$ cat src/verilog/cpu_pkg.sv
package cpu_pkg;

    // Opcode numbering follows the original ALU.
    typedef enum logic [5:0] {
        op_add  = 6'd0,
        op_sub  = 6'd1,
        op_shl  = 6'd2,
        op_shr  = 6'd3,
        op_mov  = 6'd4,
        op_ldh  = 6'd5,
        op_ceq  = 6'd8,
        op_clt  = 6'd9,
        op_cgt  = 6'd10,
        op_jmp  = 6'd14,
        op_jft  = 6'd15,
        op_halt = 6'd63
    } alu_op_t;

    typedef enum logic [2:0] {
        st_idle,
        st_fetch,
        st_decode,
        st_execute,
        st_writeback,
        st_halted
    } state_t;

    typedef struct packed {
        alu_op_t     op;
        logic [3:0]  rd;
        logic [3:0]  ra;
        logic [3:0]  rb;
        logic        highlow;   // Selects upper half for ldh.
        logic        spare;
        logic [15:0] value;
    } instr_t;

    typedef struct packed {
        logic [31:0] result;
        logic        write_en;
        logic        flag_en;
        logic        flag_val;
        logic        jump;
    } alu_out_t;

    localparam logic [3:0] jump_reg = 4'd8;   // Holds jump targets.

endpackage

$ cat src/verilog/alu.sv
`timescale 1ns/1ps

module alu (
    input  cpu_pkg::instr_t   ir,
    input  logic [31:0]       a,
    input  logic [31:0]       b,
    input  logic              flag,
    output cpu_pkg::alu_out_t res
);

    logic [31:0] sum;
    logic [31:0] diff;
    logic [31:0] shl_ones;
    logic [31:0] shr_ones;
    logic [31:0] half_load;
    logic        big_shift;

    assign sum  = a + b;
    assign diff = a - b;

    // Shift amounts of 32 or more leave every bit set.
    assign big_shift = |b[31:5];
    assign shl_ones  = big_shift ? '1 : ~(~a << b[4:0]);
    assign shr_ones  = big_shift ? '1 : ~(~a >> b[4:0]);

    assign half_load = ir.highlow ? {ir.value, a[15:0]} : {a[31:16], ir.value};

    always_comb
    begin
        res = '0;
        case (ir.op)
            cpu_pkg::op_add:
            begin
                res.result   = sum;
                res.write_en = 1'b1;
            end
            cpu_pkg::op_sub:
            begin
                res.result   = diff;
                res.write_en = 1'b1;
            end
            cpu_pkg::op_shl:
            begin
                res.result   = shl_ones;
                res.write_en = 1'b1;
            end
            cpu_pkg::op_shr:
            begin
                res.result   = shr_ones;
                res.write_en = 1'b1;
            end
            cpu_pkg::op_mov:
            begin
                res.result   = a;
                res.write_en = 1'b1;
            end
            cpu_pkg::op_ldh:
            begin
                res.result   = half_load;
                res.write_en = 1'b1;
            end
            // Compares are unsigned.
            cpu_pkg::op_ceq:
            begin
                res.flag_en  = 1'b1;
                res.flag_val = (a == b);
            end
            cpu_pkg::op_clt:
            begin
                res.flag_en  = 1'b1;
                res.flag_val = (a < b);
            end
            cpu_pkg::op_cgt:
            begin
                res.flag_en  = 1'b1;
                res.flag_val = (a > b);
            end
            cpu_pkg::op_jmp:
            begin
                res.jump = 1'b1;
            end
            cpu_pkg::op_jft:
            begin
                res.jump = flag;   // Taken only on a set flag.
            end
            default:
            begin
                res = '0;   // Halt and unknown opcodes.
            end
        endcase
    end

endmodule

$ cat src/verilog/control_fsm.sv
`timescale 1ns/1ps

module control_fsm #(
    parameter int PROG_DEPTH = 64,
    parameter int PC_W       = 6
) (
    input  logic              clock,
    input  logic              rst,
    input  logic              start,
    input  cpu_pkg::instr_t   instr,
    input  cpu_pkg::alu_out_t alu_res,
    input  logic [31:0]       r8_data,
    output logic              pc_inc,
    output logic              pc_load,
    output logic              pc_clear,
    output logic [PC_W-1:0]   pc_target,
    output cpu_pkg::instr_t   ir,
    output logic              wr_en,
    output logic [3:0]        wr_addr,
    output logic [31:0]       wr_data,
    output logic              flag,
    output logic              halted,
    output logic [15:0]       retired
);

    cpu_pkg::state_t   state;
    cpu_pkg::state_t   state_nxt;
    cpu_pkg::alu_out_t res_q;
    logic [PC_W-1:0]   target_q;
    logic              start_ok;
    logic              in_wb;

    if (PROG_DEPTH > (1 << PC_W))
    begin : g_depth_check
        $error("PROG_DEPTH does not fit in PC_W address bits.");
    end

    assign start_ok = start && (state == cpu_pkg::st_idle || state == cpu_pkg::st_halted);
    assign in_wb    = (state == cpu_pkg::st_writeback);

    always_comb
    begin
        state_nxt = state;
        case (state)
            cpu_pkg::st_idle,
            cpu_pkg::st_halted:
            begin
                if (start)
                    state_nxt = cpu_pkg::st_fetch;
            end
            cpu_pkg::st_fetch:   state_nxt = cpu_pkg::st_decode;
            cpu_pkg::st_decode:  state_nxt = cpu_pkg::st_execute;
            cpu_pkg::st_execute: state_nxt = cpu_pkg::st_writeback;
            cpu_pkg::st_writeback:
            begin
                if (ir.op == cpu_pkg::op_halt)
                    state_nxt = cpu_pkg::st_halted;
                else
                    state_nxt = cpu_pkg::st_fetch;
            end
            default: state_nxt = cpu_pkg::st_idle;
        endcase
    end

    always_ff @(posedge clock)
    begin
        if (rst)
        begin
            state   <= cpu_pkg::st_idle;
            flag    <= 1'b0;
            retired <= '0;
            res_q   <= '0;
        end
        else
        begin
            state <= state_nxt;
            if (start_ok)
                retired <= '0;   // Rerun counts afresh.
            if (state == cpu_pkg::st_execute)
                res_q <= alu_res;
            if (in_wb)
            begin
                retired <= retired + 16'd1;
                if (res_q.flag_en)
                    flag <= res_q.flag_val;
            end
        end
    end

    // Instruction and jump target.
    always_ff @(posedge clock)
    begin
        if (state == cpu_pkg::st_decode)
            ir <= instr;
        if (state == cpu_pkg::st_execute)
            target_q <= r8_data[PC_W-1:0];
    end

    assign pc_clear  = start_ok;
    assign pc_load   = in_wb && res_q.jump;
    assign pc_inc    = in_wb && !res_q.jump;
    assign pc_target = target_q;

    assign wr_en   = in_wb && res_q.write_en;
    assign wr_addr = ir.rd;
    assign wr_data = res_q.result;
    assign halted  = (state == cpu_pkg::st_halted);

    // A pc move comes right after execute and follows its jump request.
    a_pc_move_excl: assert property (@(posedge clock) disable iff (rst)
        (pc_load || pc_inc) |->
            $past(state == cpu_pkg::st_execute) && (pc_load == $past(alu_res.jump)));

    a_write_in_wb: assert property (@(posedge clock) disable iff (rst)
        wr_en |-> $past(state == cpu_pkg::st_execute && alu_res.write_en));

endmodule

$ cat src/verilog/program_counter.sv
`timescale 1ns/1ps

module program_counter #(
    parameter int PROG_DEPTH = 64,
    parameter int PC_W       = 6
) (
    input  logic            clock,
    input  logic            rst,
    input  logic            clear,
    input  logic            inc,
    input  logic            load,
    input  logic [PC_W-1:0] target,
    output logic [PC_W-1:0] pc
);

    logic [PC_W-1:0] pc_next_seq;

    // Wraps after the last memory word.
    assign pc_next_seq = (pc == PC_W'(PROG_DEPTH - 1)) ? '0 : pc + 1'b1;

    always_ff @(posedge clock)
    begin
        if (rst)
        begin
            pc <= '0;
        end
        else if (clear)
        begin
            pc <= '0;   // Start of a run.
        end
        else if (load)
        begin
            pc <= target;
        end
        else if (inc)
        begin
            pc <= pc_next_seq;
        end
    end

    a_no_load_on_clear: assert property (@(posedge clock) disable iff (rst)
        !(load && clear));

endmodule

$ cat src/verilog/register_file.sv
`timescale 1ns/1ps

module register_file (
    input  logic        clock,
    input  logic        rst,
    input  logic        wr_en,
    input  logic [3:0]  wr_addr,
    input  logic [31:0] wr_data,
    input  logic [3:0]  ra,
    input  logic [3:0]  rb,
    output logic [31:0] a_data,
    output logic [31:0] b_data,
    output logic [31:0] r8_data,
    input  logic [3:0]  dbg_addr,
    output logic [31:0] dbg_data
);

    logic [31:0] regs [16];

    always_ff @(posedge clock)
    begin
        if (rst)
        begin
            for (int i = 0; i < 16; i++)
            begin
                regs[i] <= '0;
            end
        end
        else if (wr_en)
        begin
            regs[wr_addr] <= wr_data;
        end
    end

    // Asynchronous reads.
    assign a_data   = regs[ra];
    assign b_data   = regs[rb];
    assign r8_data  = regs[cpu_pkg::jump_reg];   // Jump target.
    assign dbg_data = regs[dbg_addr];

endmodule

$ cat src/verilog/program_memory.sv
`timescale 1ns/1ps

module program_memory #(
    parameter int PROG_DEPTH = 64,
    parameter int PC_W       = 6
) (
    input  logic            clock,
    input  logic            we,
    input  logic [PC_W-1:0] waddr,
    input  cpu_pkg::instr_t wdata,
    input  logic [PC_W-1:0] raddr,
    output cpu_pkg::instr_t rdata
);

    cpu_pkg::instr_t mem [PROG_DEPTH];

    always_ff @(posedge clock)
    begin
        if (we)
            mem[waddr] <= wdata;   // Loaded from outside.
    end

    // One cycle read latency.
    always_ff @(posedge clock)
    begin
        rdata <= mem[raddr];
    end

endmodule

$ cat src/verilog/cpu_top.sv
`timescale 1ns/1ps

module cpu_top #(
    parameter int PROG_DEPTH = 64,
    parameter int PC_W       = 6
) (
    input  logic            clock,
    input  logic            rst,
    input  logic            start,
    input  logic            prog_we,
    input  logic [PC_W-1:0] prog_addr,
    input  cpu_pkg::instr_t prog_data,
    input  logic [3:0]      dbg_addr,
    output logic [31:0]     dbg_data,
    output logic            halted,
    output logic            flag,
    output logic [15:0]     retired,
    output logic [PC_W-1:0] pc
);

    cpu_pkg::instr_t   mem_rdata;
    cpu_pkg::instr_t   ir;
    cpu_pkg::alu_out_t alu_res;
    logic              pc_inc;
    logic              pc_load;
    logic              pc_clear;
    logic [PC_W-1:0]   pc_target;
    logic              wr_en;
    logic [3:0]        wr_addr;
    logic [31:0]       wr_data;
    logic [31:0]       a_data;
    logic [31:0]       b_data;
    logic [31:0]       r8_data;

    control_fsm #(
        .PROG_DEPTH (PROG_DEPTH),
        .PC_W       (PC_W)
    ) control_fsm_inst (
        .clock     (clock),
        .rst       (rst),
        .start     (start),
        .instr     (mem_rdata),
        .alu_res   (alu_res),
        .r8_data   (r8_data),
        .pc_inc    (pc_inc),
        .pc_load   (pc_load),
        .pc_clear  (pc_clear),
        .pc_target (pc_target),
        .ir        (ir),
        .wr_en     (wr_en),
        .wr_addr   (wr_addr),
        .wr_data   (wr_data),
        .flag      (flag),
        .halted    (halted),
        .retired   (retired)
    );

    program_counter #(
        .PROG_DEPTH (PROG_DEPTH),
        .PC_W       (PC_W)
    ) program_counter_inst (
        .clock  (clock),
        .rst    (rst),
        .clear  (pc_clear),
        .inc    (pc_inc),
        .load   (pc_load),
        .target (pc_target),
        .pc     (pc)
    );

    program_memory #(
        .PROG_DEPTH (PROG_DEPTH),
        .PC_W       (PC_W)
    ) program_memory_inst (
        .clock (clock),
        .we    (prog_we),
        .waddr (prog_addr),
        .wdata (prog_data),
        .raddr (pc),
        .rdata (mem_rdata)
    );

    register_file register_file_inst (
        .clock    (clock),
        .rst      (rst),
        .wr_en    (wr_en),
        .wr_addr  (wr_addr),
        .wr_data  (wr_data),
        .ra       (ir.ra),
        .rb       (ir.rb),
        .a_data   (a_data),
        .b_data   (b_data),
        .r8_data  (r8_data),
        .dbg_addr (dbg_addr),
        .dbg_data (dbg_data)
    );

    alu alu_inst (
        .ir   (ir),
        .a    (a_data),
        .b    (b_data),
        .flag (flag),
        .res  (alu_res)
    );

endmodule

$ cat config.mk
export PLATFORM = sky130hd
export DESIGN_NAME = cpu_top
export DESIGN_NICKNAME = d
export VERILOG_FILES = /design/src/verilog/cpu_pkg.sv /design/src/verilog/alu.sv /design/src/verilog/control_fsm.sv /design/src/verilog/program_counter.sv /design/src/verilog/register_file.sv /design/src/verilog/program_memory.sv /design/src/verilog/cpu_top.sv
export SDC_FILE = /design/constraint.sdc
export NUM_CORES = 2
export LEC_CHECK = 0
export BUFFER_PORTS_ARGS = -buffer_cell sky130_fd_sc_hd__buf_4
export CAP_MARGIN = 20
export CORE_UTILIZATION = 63
export CTS_CLUSTER_SIZE = 25
export DETAILED_ROUTE_END_ITERATION = 10
export PLACE_DENSITY = 0.81
export SYNTH_ARGS = -nofsm -noshare
export SYNTH_HDL_FRONTEND = slang
export SYNTH_SLANG_ARGS = --single-unit
$ cat constraint.sdc
create_clock -name clock -period 6.8 [get_ports clock]
set_input_delay 0.34 -clock clock [delete_from_list [all_inputs] [get_ports clock]]
set_output_delay 0.34 -clock clock [all_outputs]
set_load 0.01 [all_outputs]
==> flow_summary.toml <==
[timing]
hold_violations = 0
setup_viol = 0
slew_viol_final = 0
fmax_mhz = 164
post-route-period-util_pct = 89.5
relSlewSlack_pct = 17.7
min_period_ns = 6.09
rsz0062_at_grt = "false"
clock_skew_ns = 0.0795
setup_tns_ns = 0
tightest_slew_ns = 1.23

[yosys]
synthTopCellsByArea = "edfxtp_1, mux4_2, and2_1, dfxtp_1, mux2i_1"
synth_xor_area_share_pct = 0.240
avgSynthCellArea_um2 = 18.9
synth_area_um2 = 128000
post_synth_fa_ha_maj_area_fraction_pct = 0.677
ys.flop_type = "edfxtp_1"
synthCells = 6759
synth_top_family_by_area = "multiplexers"
synth_top_area_share_pct = 65.6
synth.area.mux_share_pct = 21.8
synth_compound_area_share_pct = 3.29
yosysWarnings = 0
yosys.area.top_type = "edfxtp_1"
synth-async-reset-ratio_pct = 0
synth_nets = 6877
seq_area_frac_synth_pct = 67.3
synth.distinct_cells = 76
synth_edf_count = 2793
synth-simple-area-share_pct = 4.98
ys_ff_latch = 2898

[detailed_routing]
ant_nets = 0
highest_layer = "met5"
num_vias = 76600
drt_iter0_drc = 13500
dr_wl_met2_um = 196000
met1_length_um = 130000
wl_per_cell_um = 42.3
firstDrtPassIters = 8
via_per_inst = 7.81
routed_wl_um = 414000
wl_met3_um = 54200
drc = 0

[die]
die_x_um = 452
ios = 106
core.rowCount = 164
coreArea_um2 = 201000
die_y_um = 452
dieArea_um2 = 205000
start_util_pct = 63.7

[global_routing]
track_usage_pct = 40.9
grt_pass1_wl_um = 581000
grt_pass1_vias = 77100
grt_max_degree = 133
antenna_found_initial = 19
grt_overflow = 0

[placement]
place_congestion = 0.956
io_buffers = 104
dp_cells = 9239
place_hpwl_um = 210000

[final_layout]
syn_to_final_growth_pct = 11.2
multiInputGateArea_um2 = 40300
n_fill_cell = 11000
fin_cells = 9801
drive_gt1_share_pct = 29.0
nets = 7043
seqCellArea_um2 = 86000

[clock_tree]
cts_tree = "yes"
cts.sinks = 2898
numCtsBuffers = 301
cts_root_buffer = "clkbuf_16"
cts_resized = 0
clk_pin_slew_ns = 0.07
cts_max_level = 5
hold_buffers = 36
cts_setup_buffers = 0
clockBufferDepth = 4
clk_latency_ns = 0.98

[hold_path]
hp-class = "input pin to register"
hold_depth = 3

[run_status]
status = "completed"

[power_and_ir_drop]
powerDensity_nw_per_um2 = 291
fin_total_pwr_uw = 41400
leakage_uw = 0.0451
max-vdd-ir-drop_v = 0.000280

[setup_path]
start_kind = "register"
max_stage_delay_ns = 0.98
path_max_fanout = 14
critPathCaptureType = "register"
cp.arrival_ns = 6.92
cp_num_cells = 16
cp.required_ns = 7.63
worstSetupPathType = "register to register"
cp_top_family = "compound AO/OA/AOI/OAI gates"
path_cells = "and2_1 -> buf_4 -> a22oi_1 -> nand2_1 -> ha_1 -> nor2b_1 -> or3_1 -> o311ai_0 -> o311ai_1 -> buf_4 -> a2111oi_0 -> o311ai_0 -> buf_4 -> xnor2_1 -> a22oi_1 -> a311oi_1"
crit_top_cell = "buf_4"
path_buf_inv = 3
r2r_cells = 16
crit_slowest_cell = "and2_1"

[job]
drv_cap = 0
tightest hold or removal path: cells and delay by family:
| family | cells | cell delay, ns |
|---|---|---|
| buffers and inverters | 2 | 0.58 |
| and+or+nand+nor | 1 | 0.17 |
kinds of logic (layout without fill, tap and decap cells):
group	after synthesis	after routing
AO/OA/AOI/OAI	640	640
XOR/XNOR	35	35
adder cells (fa/ha/maj)	68	68
buffers and inverters	558	940
flip-flops	2898	2898
multiplexers	1352	1352
other	0	4
AND/OR/NAND/NOR	1208	1208
layer usage:
layer / vias to the layer above / track usage [%]
met5: - / 0.0700
met4: 26 / 26.9
met3: 1736 / 9.94
met2: 7734 / 64.0
met1: 38900 / 51.5
li1: 28100 / -
where the power goes:
part / total, uW / switching [uW] / internal (uW)
registers: 20000 / 229 / 19800
clock network: 16400 / 7290 / 9160
logic: 4940 / 3150 / 1790
synthesized netlist by cell type, types with 13 or more instances:
master    number
a221oi_1      23
or2_2         25
nand2b_1      21
nor3_1        44
o221ai_1      16
o21a_1        15
o22ai_1       20
a311oi_1      19
and3_1        13
clkbuf_1     347
o211ai_1      24
nor2b_1       25
edfxtp_1    2793
a22oi_1      107
mux4_2      1139
a21oi_1      180
a31oi_1       16
buf_2         45
buf_1         80
nor2_1       224
nand2_1      224
dfxtp_1      105
nand3_1       48
o21ai_0      110
inv_1         67
nor4_1        13
ha_1          66
mux2_2        70
mux2i_1      143
xnor2_1       27
a211oi_1      23
and2_1       523
placed cells by master, fill, tap and decap left out, types with 23 or more instances in the layout:
master            n
edfxtp_1       2793
mux4_2         1139
and2_1          523
clkbuf_16       308
buf_4           287
nand2_1         224
a21oi_1         180
nor2_1          145
mux2i_1         143
o21ai_0         110
a22oi_1         107
dfxtp_1          94
nor2_4           76
mux2_2           70
inv_1            66
ha_1             66
clkbuf_1         62
clkinv_1         53
clkinv_2         52
nand3_1          48
nor3_1           40
dlygate4sd3_1    36
xnor2_1          27
or2_2            25
o211ai_1         24
buf_12           24
a211oi_1         23
area by class of cell:
cell class,count,share of cell area [%]
diodes,4,0.00704
clock buffers,376,5.64
clock inverters,143,0.885
inverters,70,0.185
multi-input cells,3303,28.3
flip-flops and latches,2898,60.5
well taps,2656,2.34
repair buffers,351,2.13
registers in the layout, summed over array words and instances, names as in the netlist, named ones only:
name and cells:
control_fsm_inst.res_q 4, control_fsm_inst.pc_target 6, control_fsm_inst.state 3, control_fsm_inst.ir 31, control_fsm_inst.retired 16, program_memory_inst.mem 2240, control_fsm_inst.wr_addr 4, control_fsm_inst.wr_data 32
program_counter_inst.pc 6, control_fsm_inst.flag 1, register_file_inst.regs 512, program_memory_inst.rdata 35
through the flow:
| stage | worst slack (ns) | util (%) | area [um2] | hold WS (ns) |
|---|---|---|---|---|
| global route | 0.586 | 70.9 | 142000 | 0.225 |
| CTS | 1.04 | 70.8 | 142000 | 0.169 |
| finish | 0.713 | 70.9 | 142000 | 0.265 |
| global placement | 1.08 | 66.0 | 132000 | 0.386 |
| detailed placement | 1.06 | 66.0 | 133000 | 0.389 |
| floorplan | 1.31 | - | 128000 | 0.386 |
path summary, 6_finish.rpt:
path / from / end / slack (ns)
setup / recovery: register / control_fsm_inst.wr_data[29]$_SDFFE_PP0P_ / 0.71
hold / removal: rst / control_fsm_inst.retired[2]$_SDFFE_PP0P_ / 0.26
setup reg to reg: register / control_fsm_inst.wr_data[29]$_SDFFE_PP0P_ / 0.71
hold reg to reg: program_memory_inst.rdata[27]$_DFF_P_ / control_fsm_inst.wr_addr[1]$_DFFE_PP_ / 0.41
Note: power is estimated with default switching activity, not from simulation.
